<file path="src/logic/core_macros.svh">
// ==============================
// Core-wide widths, reset PC and RV32I opcode field values
// ==============================
`ifndef CORE_MACROS_SVH
`define CORE_MACROS_SVH

// Data and address width
`define XLEN 32

// Architectural register count, x0 included
`define NREGS 32

// First fetch address after reset
`define RESET_PC 32'h0000_0000

// Major opcode field, instr[6:0]
// Register-register ALU group
`define OPC_OP 7'b0110011
// Register-immediate ALU group
`define OPC_OPIMM 7'b0010011
// Conditional branch group
`define OPC_BRANCH 7'b1100011

`endif

</file>
<file path="src/logic/core_pkg.sv">
// ==============================
// Shared enums and pipeline packet structs
// ==============================
`include "core_macros.svh"

package core_pkg;

  // Register index, wide enough for NREGS entries
  typedef logic [$clog2(`NREGS)-1:0] reg_idx_t;

  // ==============================
  // Operation encodings
  // ==============================

  // ALU operations, PASS forwards operand b untouched
  typedef enum logic [2:0] {
    ALU_ADD,
    ALU_SUB,
    ALU_AND,
    ALU_OR,
    ALU_XOR,
    ALU_PASS
  } alu_op_e;

  // Branch kinds resolved in execute
  typedef enum logic [1:0] {
    BR_NONE,
    BR_BEQ,
    BR_BNE
  } br_op_e;

  // ==============================
  // Pipeline packets
  // ==============================

  // Fetch to decode register (pipe1)
  typedef struct packed {
    logic              valid;
    logic [`XLEN-1:0]  pc;
    logic [31:0]       instr;
  } fetch_pkt_t;

  // Decode to execute register (pipe2)
  typedef struct packed {
    logic              valid;
    logic [`XLEN-1:0]  pc;
    logic [`XLEN-1:0]  rs1_val;
    logic [`XLEN-1:0]  rs2_val;
    logic [`XLEN-1:0]  imm;
    // Operand b source, 1 picks the immediate
    logic              use_imm;
    alu_op_e           alu_op;
    br_op_e            br_op;
    reg_idx_t          rd;
    logic              we;
    logic              illegal;
  } exec_pkt_t;

  // Branch outcome fed back to fetch and decode
  typedef struct packed {
    logic              taken;
    logic [`XLEN-1:0]  target;
  } redirect_t;

  // Register file write, also the forwarding source
  typedef struct packed {
    logic              en;
    reg_idx_t          rd;
    logic [`XLEN-1:0]  data;
  } wb_t;

  // One record per committed instruction
  typedef struct packed {
    logic              valid;
    logic [`XLEN-1:0]  pc;
    reg_idx_t          rd;
    logic              we;
    logic [`XLEN-1:0]  value;
    logic              illegal;
  } retire_t;

endpackage

</file>
<file path="src/logic/core_top.sv">
// ==============================
// Three-stage RV32I subset core
// ==============================
`timescale 1ns/1ns
`include "core_macros.svh"

module core_top
  import core_pkg::*;
(
  input  logic             clk_i,
  input  logic             rst_ni,
  // Instruction port, data returns in the same cycle
  output logic [`XLEN-1:0] imem_addr_o,
  input  logic [31:0]      imem_data_i,
  // One record per committed instruction
  output retire_t          retire_o
);

  // Stage-to-stage packets
  fetch_pkt_t fetch_pkt;
  exec_pkt_t  exec_pkt;

  // Feedback from execute
  redirect_t  redirect;
  wb_t        wb;

  // Fetch stage, owns the PC and pipe1
  fetch_unit u_fetch (
    .clk_i       (clk_i),
    .rst_ni      (rst_ni),
    .redirect_i  (redirect),
    .imem_addr_o (imem_addr_o),
    .imem_data_i (imem_data_i),
    .fetch_o     (fetch_pkt)
  );

  // Decode stage with the register file and pipe2
  decode_unit u_decode (
    .clk_i      (clk_i),
    .rst_ni     (rst_ni),
    .fetch_i    (fetch_pkt),
    .redirect_i (redirect),
    .wb_i       (wb),
    .exec_o     (exec_pkt)
  );

  // Execute and writeback stage
  execute_unit u_execute (
    .clk_i      (clk_i),
    .rst_ni     (rst_ni),
    .exec_i     (exec_pkt),
    .redirect_o (redirect),
    .wb_o       (wb),
    .retire_o   (retire_o)
  );

endmodule

</file>
<file path="src/logic/decode_unit.sv">
// ==============================
// Instruction decoder, operand read and pipe2
// ==============================
`timescale 1ns/1ns
`include "core_macros.svh"

module decode_unit
  import core_pkg::*;
(
  input  logic       clk_i,
  input  logic       rst_ni,
  input  fetch_pkt_t fetch_i,
  input  redirect_t  redirect_i,
  input  wb_t        wb_i,
  output exec_pkt_t  exec_o
);

  // Instruction fields
  logic [6:0]       opcode;
  logic [2:0]       funct3;
  logic [6:0]       funct7;
  logic [`XLEN-1:0] imm_i_type;
  logic [`XLEN-1:0] imm_b_type;

  // Decoded controls
  alu_op_e          alu_op;
  br_op_e           br_op;
  logic             use_imm;
  logic             we;
  logic             illegal;
  reg_idx_t         rd;
  logic [`XLEN-1:0] imm;

  // Operands
  logic [`XLEN-1:0] rs1_val;
  logic [`XLEN-1:0] rs2_val;

  exec_pkt_t        pipe2_q;

  assign opcode = fetch_i.instr[6:0];
  assign funct3 = fetch_i.instr[14:12];
  assign funct7 = fetch_i.instr[31:25];

  // Sign-extended immediates
  assign imm_i_type = {{20{fetch_i.instr[31]}}, fetch_i.instr[31:20]};
  assign imm_b_type = {{20{fetch_i.instr[31]}}, fetch_i.instr[7], fetch_i.instr[30:25],
                       fetch_i.instr[11:8], 1'b0};

  // ==============================
  // Decoder
  // ==============================
  always_comb begin
    alu_op  = ALU_PASS;
    br_op   = BR_NONE;
    use_imm = 1'b0;
    we      = 1'b0;
    illegal = 1'b0;
    rd      = '0;
    imm     = imm_i_type;
    case (opcode)
      `OPC_OP: begin
        we = 1'b1;
        rd = fetch_i.instr[11:7];
        if (funct7 == 7'b0000000) begin
          case (funct3)
            3'b000:  alu_op = ALU_ADD;
            3'b100:  alu_op = ALU_XOR;
            3'b110:  alu_op = ALU_OR;
            3'b111:  alu_op = ALU_AND;
            default: illegal = 1'b1;
          endcase
        end else if ((funct7 == 7'b0100000) && (funct3 == 3'b000)) begin
          alu_op = ALU_SUB;
        end else begin
          illegal = 1'b1;
        end
      end
      `OPC_OPIMM: begin
        we      = 1'b1;
        use_imm = 1'b1;
        rd      = fetch_i.instr[11:7];
        // No shifts or compares, so funct3 alone selects
        case (funct3)
          3'b000:  alu_op = ALU_ADD;
          3'b100:  alu_op = ALU_XOR;
          3'b110:  alu_op = ALU_OR;
          3'b111:  alu_op = ALU_AND;
          default: illegal = 1'b1;
        endcase
      end
      `OPC_BRANCH: begin
        imm = imm_b_type;
        case (funct3)
          3'b000:  br_op = BR_BEQ;
          3'b001:  br_op = BR_BNE;
          default: illegal = 1'b1;
        endcase
      end
      default: illegal = 1'b1;
    endcase
    // Unsupported encodings retire as harmless no-ops
    if (illegal) begin
      alu_op = ALU_PASS;
      br_op  = BR_NONE;
      we     = 1'b0;
      rd     = '0;
    end
  end

  // Operand read, bypassed from the write in execute
  reg_file u_reg_file (
    .clk_i      (clk_i),
    .rst_ni     (rst_ni),
    .rs1_i      (fetch_i.instr[19:15]),
    .rs2_i      (fetch_i.instr[24:20]),
    .wb_i       (wb_i),
    .rs1_data_o (rs1_val),
    .rs2_data_o (rs2_val)
  );

  // ==============================
  // pipe2
  // ==============================
  always_ff @(posedge clk_i) begin
    if (!rst_ni || redirect_i.taken) begin
      pipe2_q.valid <= 1'b0;
    end else begin
      pipe2_q <= '{valid: fetch_i.valid, pc: fetch_i.pc, rs1_val: rs1_val, rs2_val: rs2_val,
                   imm: imm, use_imm: use_imm, alu_op: alu_op, br_op: br_op, rd: rd,
                   we: we, illegal: illegal};
    end
  end

  assign exec_o = pipe2_q;

endmodule

</file>
<file path="src/logic/execute_unit.sv">
// ==============================
// ALU, branch resolution, writeback and retirement record
// ==============================
`timescale 1ns/1ns
`include "core_macros.svh"

module execute_unit
  import core_pkg::*;
(
  input  logic      clk_i,
  input  logic      rst_ni,
  input  exec_pkt_t exec_i,
  output redirect_t redirect_o,
  output wb_t       wb_o,
  output retire_t   retire_o
);

  logic [`XLEN-1:0] op_b;
  logic [`XLEN-1:0] alu_result;
  logic             operands_eq;
  logic             br_taken;
  logic             wr_en;
  retire_t          retire_q;

  // ==============================
  // ALU
  // ==============================
  assign op_b = exec_i.use_imm ? exec_i.imm : exec_i.rs2_val;

  always_comb begin
    case (exec_i.alu_op)
      ALU_ADD:  alu_result = exec_i.rs1_val + op_b;
      ALU_SUB:  alu_result = exec_i.rs1_val - op_b;
      ALU_AND:  alu_result = exec_i.rs1_val & op_b;
      ALU_OR:   alu_result = exec_i.rs1_val | op_b;
      ALU_XOR:  alu_result = exec_i.rs1_val ^ op_b;
      default:  alu_result = op_b;
    endcase
  end

  // ==============================
  // Branch resolution
  // ==============================
  // Always compares rs1 against rs2, never the immediate
  assign operands_eq = (exec_i.rs1_val == exec_i.rs2_val);

  always_comb begin
    case (exec_i.br_op)
      BR_BEQ:  br_taken = operands_eq;
      BR_BNE:  br_taken = !operands_eq;
      default: br_taken = 1'b0;
    endcase
  end

  // Target is PC-relative to the branch itself
  assign redirect_o.taken  = exec_i.valid && br_taken;
  assign redirect_o.target = exec_i.pc + exec_i.imm;

  // ==============================
  // Register writeback
  // ==============================
  // Illegal packets already carry we low from decode
  assign wr_en = exec_i.valid && exec_i.we && !exec_i.illegal && (exec_i.rd != '0);

  assign wb_o.en   = wr_en;
  assign wb_o.rd   = exec_i.rd;
  assign wb_o.data = alu_result;

  // ==============================
  // Retirement record
  // ==============================
  // Registered on the same edge the register file takes the write
  // value reads zero when nothing is written
  always_ff @(posedge clk_i) begin
    if (!rst_ni) begin
      retire_q.valid <= 1'b0;
    end else begin
      retire_q <= '{valid: exec_i.valid, pc: exec_i.pc, rd: exec_i.rd, we: wr_en,
                    value: wr_en ? alu_result : '0, illegal: exec_i.illegal};
    end
  end

  assign retire_o = retire_q;

  // The write port never targets x0
  a_no_x0_write: assert property (@(posedge clk_i) disable iff (!rst_ni)
    wb_o.en |-> (wb_o.rd != '0));

  // Redirect comes only from a valid branch, and decode empties pipe2 behind it
  a_redirect_src: assert property (@(posedge clk_i) disable iff (!rst_ni)
    redirect_o.taken |-> exec_i.valid && (exec_i.br_op != BR_NONE) ##1 !exec_i.valid);

endmodule

</file>
<file path="src/logic/fetch_unit.sv">
// ==============================
// Program counter, instruction port and pipe1
// ==============================
`timescale 1ns/1ns
`include "core_macros.svh"

module fetch_unit
  import core_pkg::*;
(
  input  logic             clk_i,
  input  logic             rst_ni,
  input  redirect_t        redirect_i,
  output logic [`XLEN-1:0] imem_addr_o,
  input  logic [31:0]      imem_data_i,
  output fetch_pkt_t       fetch_o
);

  logic [`XLEN-1:0] pc_q;
  logic [`XLEN-1:0] pc_next;
  fetch_pkt_t       pipe1_q;

  // Sequential fetch unless execute resolved a taken branch
  assign pc_next = redirect_i.taken ? redirect_i.target : pc_q + `XLEN'd4;

  always_ff @(posedge clk_i) begin
    if (!rst_ni) begin
      pc_q <= `RESET_PC;
    end else begin
      pc_q <= pc_next;
    end
  end

  // Memory answers in the same cycle
  assign imem_addr_o = pc_q;

  // ==============================
  // pipe1
  // ==============================
  // Word fetched this cycle is younger than the branch, so drop it on redirect
  always_ff @(posedge clk_i) begin
    if (!rst_ni || redirect_i.taken) begin
      pipe1_q.valid <= 1'b0;
    end else begin
      pipe1_q <= '{valid: 1'b1, pc: pc_q, instr: imem_data_i};
    end
  end

  assign fetch_o = pipe1_q;

  // Redirect targets and increments must keep the PC on a word boundary
  a_pc_aligned: assert property (@(posedge clk_i) disable iff (!rst_ni)
    pc_q[1:0] == 2'b00);

endmodule

</file>
<file path="src/logic/reg_file.sv">
// ==============================
// Register file with write-through read bypass
// ==============================
`timescale 1ns/1ns
`include "core_macros.svh"

module reg_file
  import core_pkg::*;
(
  input  logic             clk_i,
  input  logic             rst_ni,
  input  reg_idx_t         rs1_i,
  input  reg_idx_t         rs2_i,
  input  wb_t              wb_i,
  output logic [`XLEN-1:0] rs1_data_o,
  output logic [`XLEN-1:0] rs2_data_o
);

  logic [`XLEN-1:0] regs_q [`NREGS];

  // Architectural state starts from zero, x0 is never written
  always_ff @(posedge clk_i) begin
    if (!rst_ni) begin
      for (int i = 0; i < `NREGS; i++) begin
        regs_q[i] <= '0;
      end
    end else if (wb_i.en && (wb_i.rd != '0)) begin
      regs_q[wb_i.rd] <= wb_i.data;
    end
  end

  // Same-cycle write wins over the stored value
  // This is the only forwarding path in the core
  assign rs1_data_o = (rs1_i == '0) ? '0 :
                      (wb_i.en && (wb_i.rd == rs1_i)) ? wb_i.data : regs_q[rs1_i];
  assign rs2_data_o = (rs2_i == '0) ? '0 :
                      (wb_i.en && (wb_i.rd == rs2_i)) ? wb_i.data : regs_q[rs2_i];

endmodule

</file>
<file path="config.mk">
export PLATFORM = sky130hd
export DESIGN_NAME = core_top
export DESIGN_NICKNAME = d
export VERILOG_FILES = /design/src/logic/core_pkg.sv /design/src/logic/core_top.sv /design/src/logic/decode_unit.sv /design/src/logic/execute_unit.sv /design/src/logic/fetch_unit.sv /design/src/logic/reg_file.sv
export VERILOG_INCLUDE_DIRS = /design/src /design/src/logic
export SDC_FILE = /design/constraint.sdc
export NUM_CORES = 2
export LEC_CHECK = 0
export ABC_CLOCK_PERIOD_IN_PS = 36700
export BUFFER_PORTS_ARGS = -buffer_cell sky130_fd_sc_hd__buf_2
export CORE_ASPECT_RATIO = 0.7
export CORE_MARGIN = 2
export CORE_UTILIZATION = 55
export DETAILED_ROUTE_END_ITERATION = 7
export HOLD_SLACK_MARGIN = 0.08
export PLACE_DENSITY = 0.71
export SYNTH_ARGS = -nofsm -noshare
export SYNTH_HDL_FRONTEND = slang
export SYNTH_SLANG_ARGS = --single-unit
export TNS_END_PERCENT = 20
</file>
<file path="constraint.sdc">
create_clock -name clk_i -period 36.7 [get_ports clk_i]
set_input_delay 5.505 -clock clk_i [delete_from_list [all_inputs] [get_ports clk_i]]
set_output_delay 5.505 -clock clk_i [all_outputs]
set_load 0.05 [all_outputs]
</file>
---- After elaboration in Yosys (flattened, before gate mapping) ----
Memory sizes are Yosys's and may differ from the RTL's. A register that Yosys moved wholly into a read port is not among the register bits.
Index checks and enable logic that the tools add are counted.
storage, ports and cells
  bits in registers ....................... 228
  bits in latches ......................... 0
  memory bits (writable) .................. 1024
  bits in read-only memories .............. 0
  bits of input ports ..................... 34
  output and inout bits ................... 104
  word-level logic and storage cells ...... 94
  memories ................................ 1
memories
  memory                      depth  bits a word  rd ports  clocked after memory_dff  write ports  line            text
  u_decode.u_reg_file.regs_q  32     32           2         2                         32           reg_file.sv:19  logic [`XLEN-1:0] regs_q [`NREGS];
operators by class
  $add $sub $neg .......................... 4
  multiply operators ...................... 0
  divide/modulo/power cells ............... 0
  $lt $le $gt $ge ......................... 0
  eq/ne operators ......................... 15
  shift operators ......................... 0
  muxes and demuxes ....................... 25
  bitwise logic cells ..................... 5
  reduce and logical (&&, ||, !) cells .... 24
operators by type and width
  operator                 number
  $pmux W32 S5             1
  $mux W32                 3
  $add A32 B32 Y32         2
  $add A32 B3 Y32 const B  1
  $and A32 B32 Y32         1
  $eq A32 B32 Y1           1
  $or A32 B32 Y32          1
  $reduce_or A32 Y1        1
  $sub A32 B32 Y32         1
  $xor A32 B32 Y32         1
  $eq A7 B6 Y1 const B     2
  $eq A3 B3 Y1 const B     4
  $mux W1                  12
  $mux W12                 1
  $pmux W3 S4              1
  $logic_not A5 Y1         2
  $reduce_or A2 Y1         4
  $eq A7 B5 Y1 const B     1
  $eq A7 B7 Y1 const B     1
  $logic_not A7 Y1         1
  $eq A3 B1 Y1 const B     2
  $eq A3 B2 Y1 const B     2
  $logic_and A1 B1 Y1      6
  $logic_not A3 Y1         2
  13 further kinds         19

---- Depth between registers and ports, before layout ----
  depth after elaboration ................. 9
  depth in mapped cells ................... 25
  depth with buffers taken out ............ 21

---- By module ----
Synthesis repeated with hierarchy kept, for this count alone.
unflattened totals
  cells, all modules ...................... 5406
  area total of the unflattened synthesis .. 72884.9 um^2
modules (own cells, without submodules)
  module        times used  cells each  area each (um^2)
  reg_file      1           3818        55316.8
  execute_unit  1           1111        9535.4
  decode_unit   1           191         4210.3
  fetch_unit    1           286         3822.4

---- Least setup slack after synthesis ----
Ideal clock, no wire load.
  path kind ............................... input port to flip-flop
  start ................................... input port rst_ni
  end ..................................... register u_fetch.pipe1_q (netlist bit u_fetch.fetch_o[64])
  arrival ................................. 15.025 ns
  data required time ...................... 35.599 ns
  path slack .............................. 20.574 ns
  stages on the path ...................... 3
  buffers on the path ..................... 1
  cells stage by stage .................... clkbuf_1 clkinv_1 a21oi_1
between the ends
  longest elaborated chain between the ends .. 3
ends and longest elaborated chain
  what                  line              text
  from (decl)           core_top.sv:11    input logic rst_ni,
  $logic_not A1 Y1      --
  $logic_or A1 B1 Y1    fetch_unit.sv:41  if (!rst_ni || redirect_i.taken) begin
  $mux W1               fetch_unit.sv:41
  to (signal assigned)  fetch_unit.sv:44  pipe1_q <= '{valid: 1'b1, pc: pc_q, instr: imem_data_i};
  to (decl)             fetch_unit.sv:20  fetch_pkt_t pipe1_q;
Every way passes these cells.
A chain may end at the register's enable or synchronous reset.

==> qor.txt <==
Sw Share -> 27.1%
Async SR Flop Fraction -> 0%
Clock Pin Slew Worst Setup and Hold Paths -> 0.06 ns
Sw Pwr -> 995 uW
Fin crit period -> 9.14 ns
# DRC -> 0
RSZ-0062 raised after global routing -> false
Post-route clock period utilization -> 24.9%
Worst Path Max Fanout -> 35
Vias in the first global route -> 43600
Post-Syn Area -> 69200 um^2
Max VDD drop -> 0.0516 mV
Max cap viols -> 0
Nets -> 4990
DRT antenna net count -> 0
Core Area -> 124000 um^2
Critical path class -> input port to register
Flops & latches, synth -> 1316
Final Util -> 61.1%
Static leakage -> 0.0267 uW
Int Pwr -> 2680 uW
Initial antenna violation count -> 3
CTS Sinks -> 1316
EDFF count, synth -> 1281
Setup bufs post-CTS -> 0
Post-DP HPWL -> 136000 um
Mapped Cells -> 4838
Clock Power Share -> 37.4%
Max Root-Sink Buffers -> 3
Number of DRC markers in iteration 0 -> 8402
Post-CTS Hold Buffers -> 0
Status -> complete, no violations
Largest net degree at the start of global routing -> 129
Latest clock arrival within the worst-skew pair -> 0.79 ns
Power per cell area -> 48.4 nW/um^2
Arr. time, crit path -> 9.52 ns
Starting density of the core -> 55.7%
Gate power share -> 14.7%
Die Wd -> 428 um
Multi-input gate area -> 28400 um^2
CP startpoint kind -> input port
CP endpoint kind -> register
CTS resizes -> 0
Top FF cell, synth -> edfxtp_1
Avg WL per Cell -> 32.6 um
Worst Skew -> 0.0387 ns
PortBufs -> 137
Area growth syn-to-layout -> 9.71%
Post-Route WL -> 214000 um
Final Max Tran Viols -> 0
Fmax -> 0.109 GHz
Number of placement rows -> 108
Die height -> 301 um
Die area -> 129000 um^2
Global route overflow -> 0
Syn. warnings -> 0
Final setup fails -> 0
Hold_ws -> 0.407 ns
Share of layout cells above drive strength 1 -> 25.5%
Critical Path RT -> 37.08 ns
Unique masters post-synth -> 94
Sequential Power Share -> 47.9%
# IOs -> 138
Drt first pass iters -> 8
Number of H-tree levels -> 4
Fill count -> 9191
CTS Buf Count -> 130
Final weighted congestion in routability-driven placement -> 0.966
Relative slew slack -> 11.9%
Final Hold Viols -> 0
Sequential Area -> 39200 um^2
Worst-margin pin slew -> 1.32 ns
TritonCTS clock tree -> done
Fin Setup TNS -> 0 ns
First-pass GRT wire length -> 309000 um
CTS Root Cell -> clkbuf_16
Mean Syn Cell Area -> 14.3 um^2
Overall Global Routing Usage -> 33.5%
Via count -> 46100
DR vias/cell -> 7.00
Register area share after synthesis -> 56.6%
Hold Crit Class -> register to register
## cells in the final DEF (no fill, tap or decap), types with 24 or more instances in the layout
cell type / synthesis / final
buf_2: 76 / 136
nand2_2: 0 / 63
o21ai_0: 76 / 76
mux4_2: 640 / 640
clkbuf_1: 312 / 25
dfxtp_1: 35 / 35
edfxtp_1: 1281 / 1281
a21o_1: 24 / 24
clkinv_1: 1 / 24
nor2b_1: 81 / 81
nor2_4: 30 / 33
xor2_1: 73 / 73
conb_1: 1 / 32
nor2_1: 1090 / 1087
inv_1: 89 / 89
clkbuf_16: 0 / 134
ha_1: 129 / 129
nand2_1: 180 / 117
buf_4: 0 / 116
a21oi_1: 113 / 88
a211oi_1: 151 / 151
xnor2_1: 83 / 83
nand3_1: 32 / 32
## synthesized netlist by cell type (30+ instances only)
master,number,area share (%)
nand3_1,32,0.23
edfxtp_1,1281,56
a211oi_1,151,1.6
nor2_4,30,0.49
inv_1,89,0.48
nor2b_1,81,0.73
clkbuf_1,312,1.7
nand2_1,180,0.98
dfxtp_1,35,1.0
xnor2_1,83,1.1
o21ai_0,76,0.55
buf_2,76,0.55
a21oi_1,113,0.82
nor2_1,1090,5.9
mux4_2,640,21
ha_1,129,2.3
buf_1,36,0.20
xor2_1,73,0.92
## logic make-up after synthesis
kind of cell | share of synthesized area [%]
other | 0.00542
XOR/XNOR | 1.97
multiplexers | 21.3
AO/OA/AOI/OAI | 5.01
buffers and inverters | 3.12
adder cells (fa/ha/maj) | 2.39
flip-flops | 56.6
AND/OR/NAND/NOR | 9.60
## metal layers
metal | share of wire, % | track usage [%] | wire [um]
met1 | 38 | 50.2 | 81200
met2 | 41 | 45.4 | 88700
met3 | 17 | 11.7 | 36100
met4 | 3.8 | 12.3 | 8200
met5 | 0.038 | 0.109 | 81
## area by class of cell
cell class	count	area share [%]
diodes	1	0.00330
inverters	93	0.461
well taps	1650	2.72
flip-flops and latches	1316	51.6
repair buffers	257	2.16
clock inverters	74	1.02
multi-input cells	3027	37.4
clock buffers	162	4.60
## worst paths after layout
| path | slack (ns) | to | startpoint | depth (start not counted) |
|---|---|---|---|---|
| max | 27.56 | u_decode.u_reg_file.regs_q[30][5]$_SDFFCE_PN0P_ | rst_ni | 7 |
| min | 0.41 | u_decode.exec_o[118]$_DFFE_PP_ | u_fetch.fetch_o[41]$_DFFE_PP_ | 0 |
| max reg2reg | 29.38 | u_decode.exec_o[76]$_SDFFCE_PN0P_ | u_decode.exec_o[12]$_DFFE_PP_ | 22 |
| min reg2reg | 0.41 | u_decode.exec_o[118]$_DFFE_PP_ | u_fetch.fetch_o[41]$_DFFE_PP_ | 0 |
## power groups by stage
stage,Clock [uW],Sequential (uW),Combinational (uW)
finish,1380,1760,542
global route,1430,1760,565
CTS,1380,1760,528
detailed placement,0,1790,525
global placement,0,1780,517
floorplan,0,1790,341
## stage by stage
step / power, uW / area, um^2 / std cells / setup slack, ns
after floorplan: 2130 / 69300 / 4869 / 20.57
after global placement: 2300 / 71700 / 6343 / 26.81
after detailed placement: 2310 / 71700 / 6343 / 26.75
after CTS: 3670 / 75900 / 6579 / 27.54
after global routing: 3760 / 75900 / 6579 / 27.31
final: 3680 / 75900 / 6580 / 27.56
## worst max-delay path, cell delays in order
cell,delay (ns)
buf_6,0.31
clkinv_2,0.68
nor2_1,0.37
nand2_1,0.08
nor2_1,0.67
nand2_2,0.79
nand2_2,1.01
## sequential cells by signal, summed over array words and instances, names as in the netlist
name,flops
u_decode.u_reg_file.regs_q,1024
u_decode.exec_o,123
u_execute.retire_o,72
u_fetch.fetch_o,65
u_fetch.imem_addr_o,32
Power figures use the tool's default switching activity.
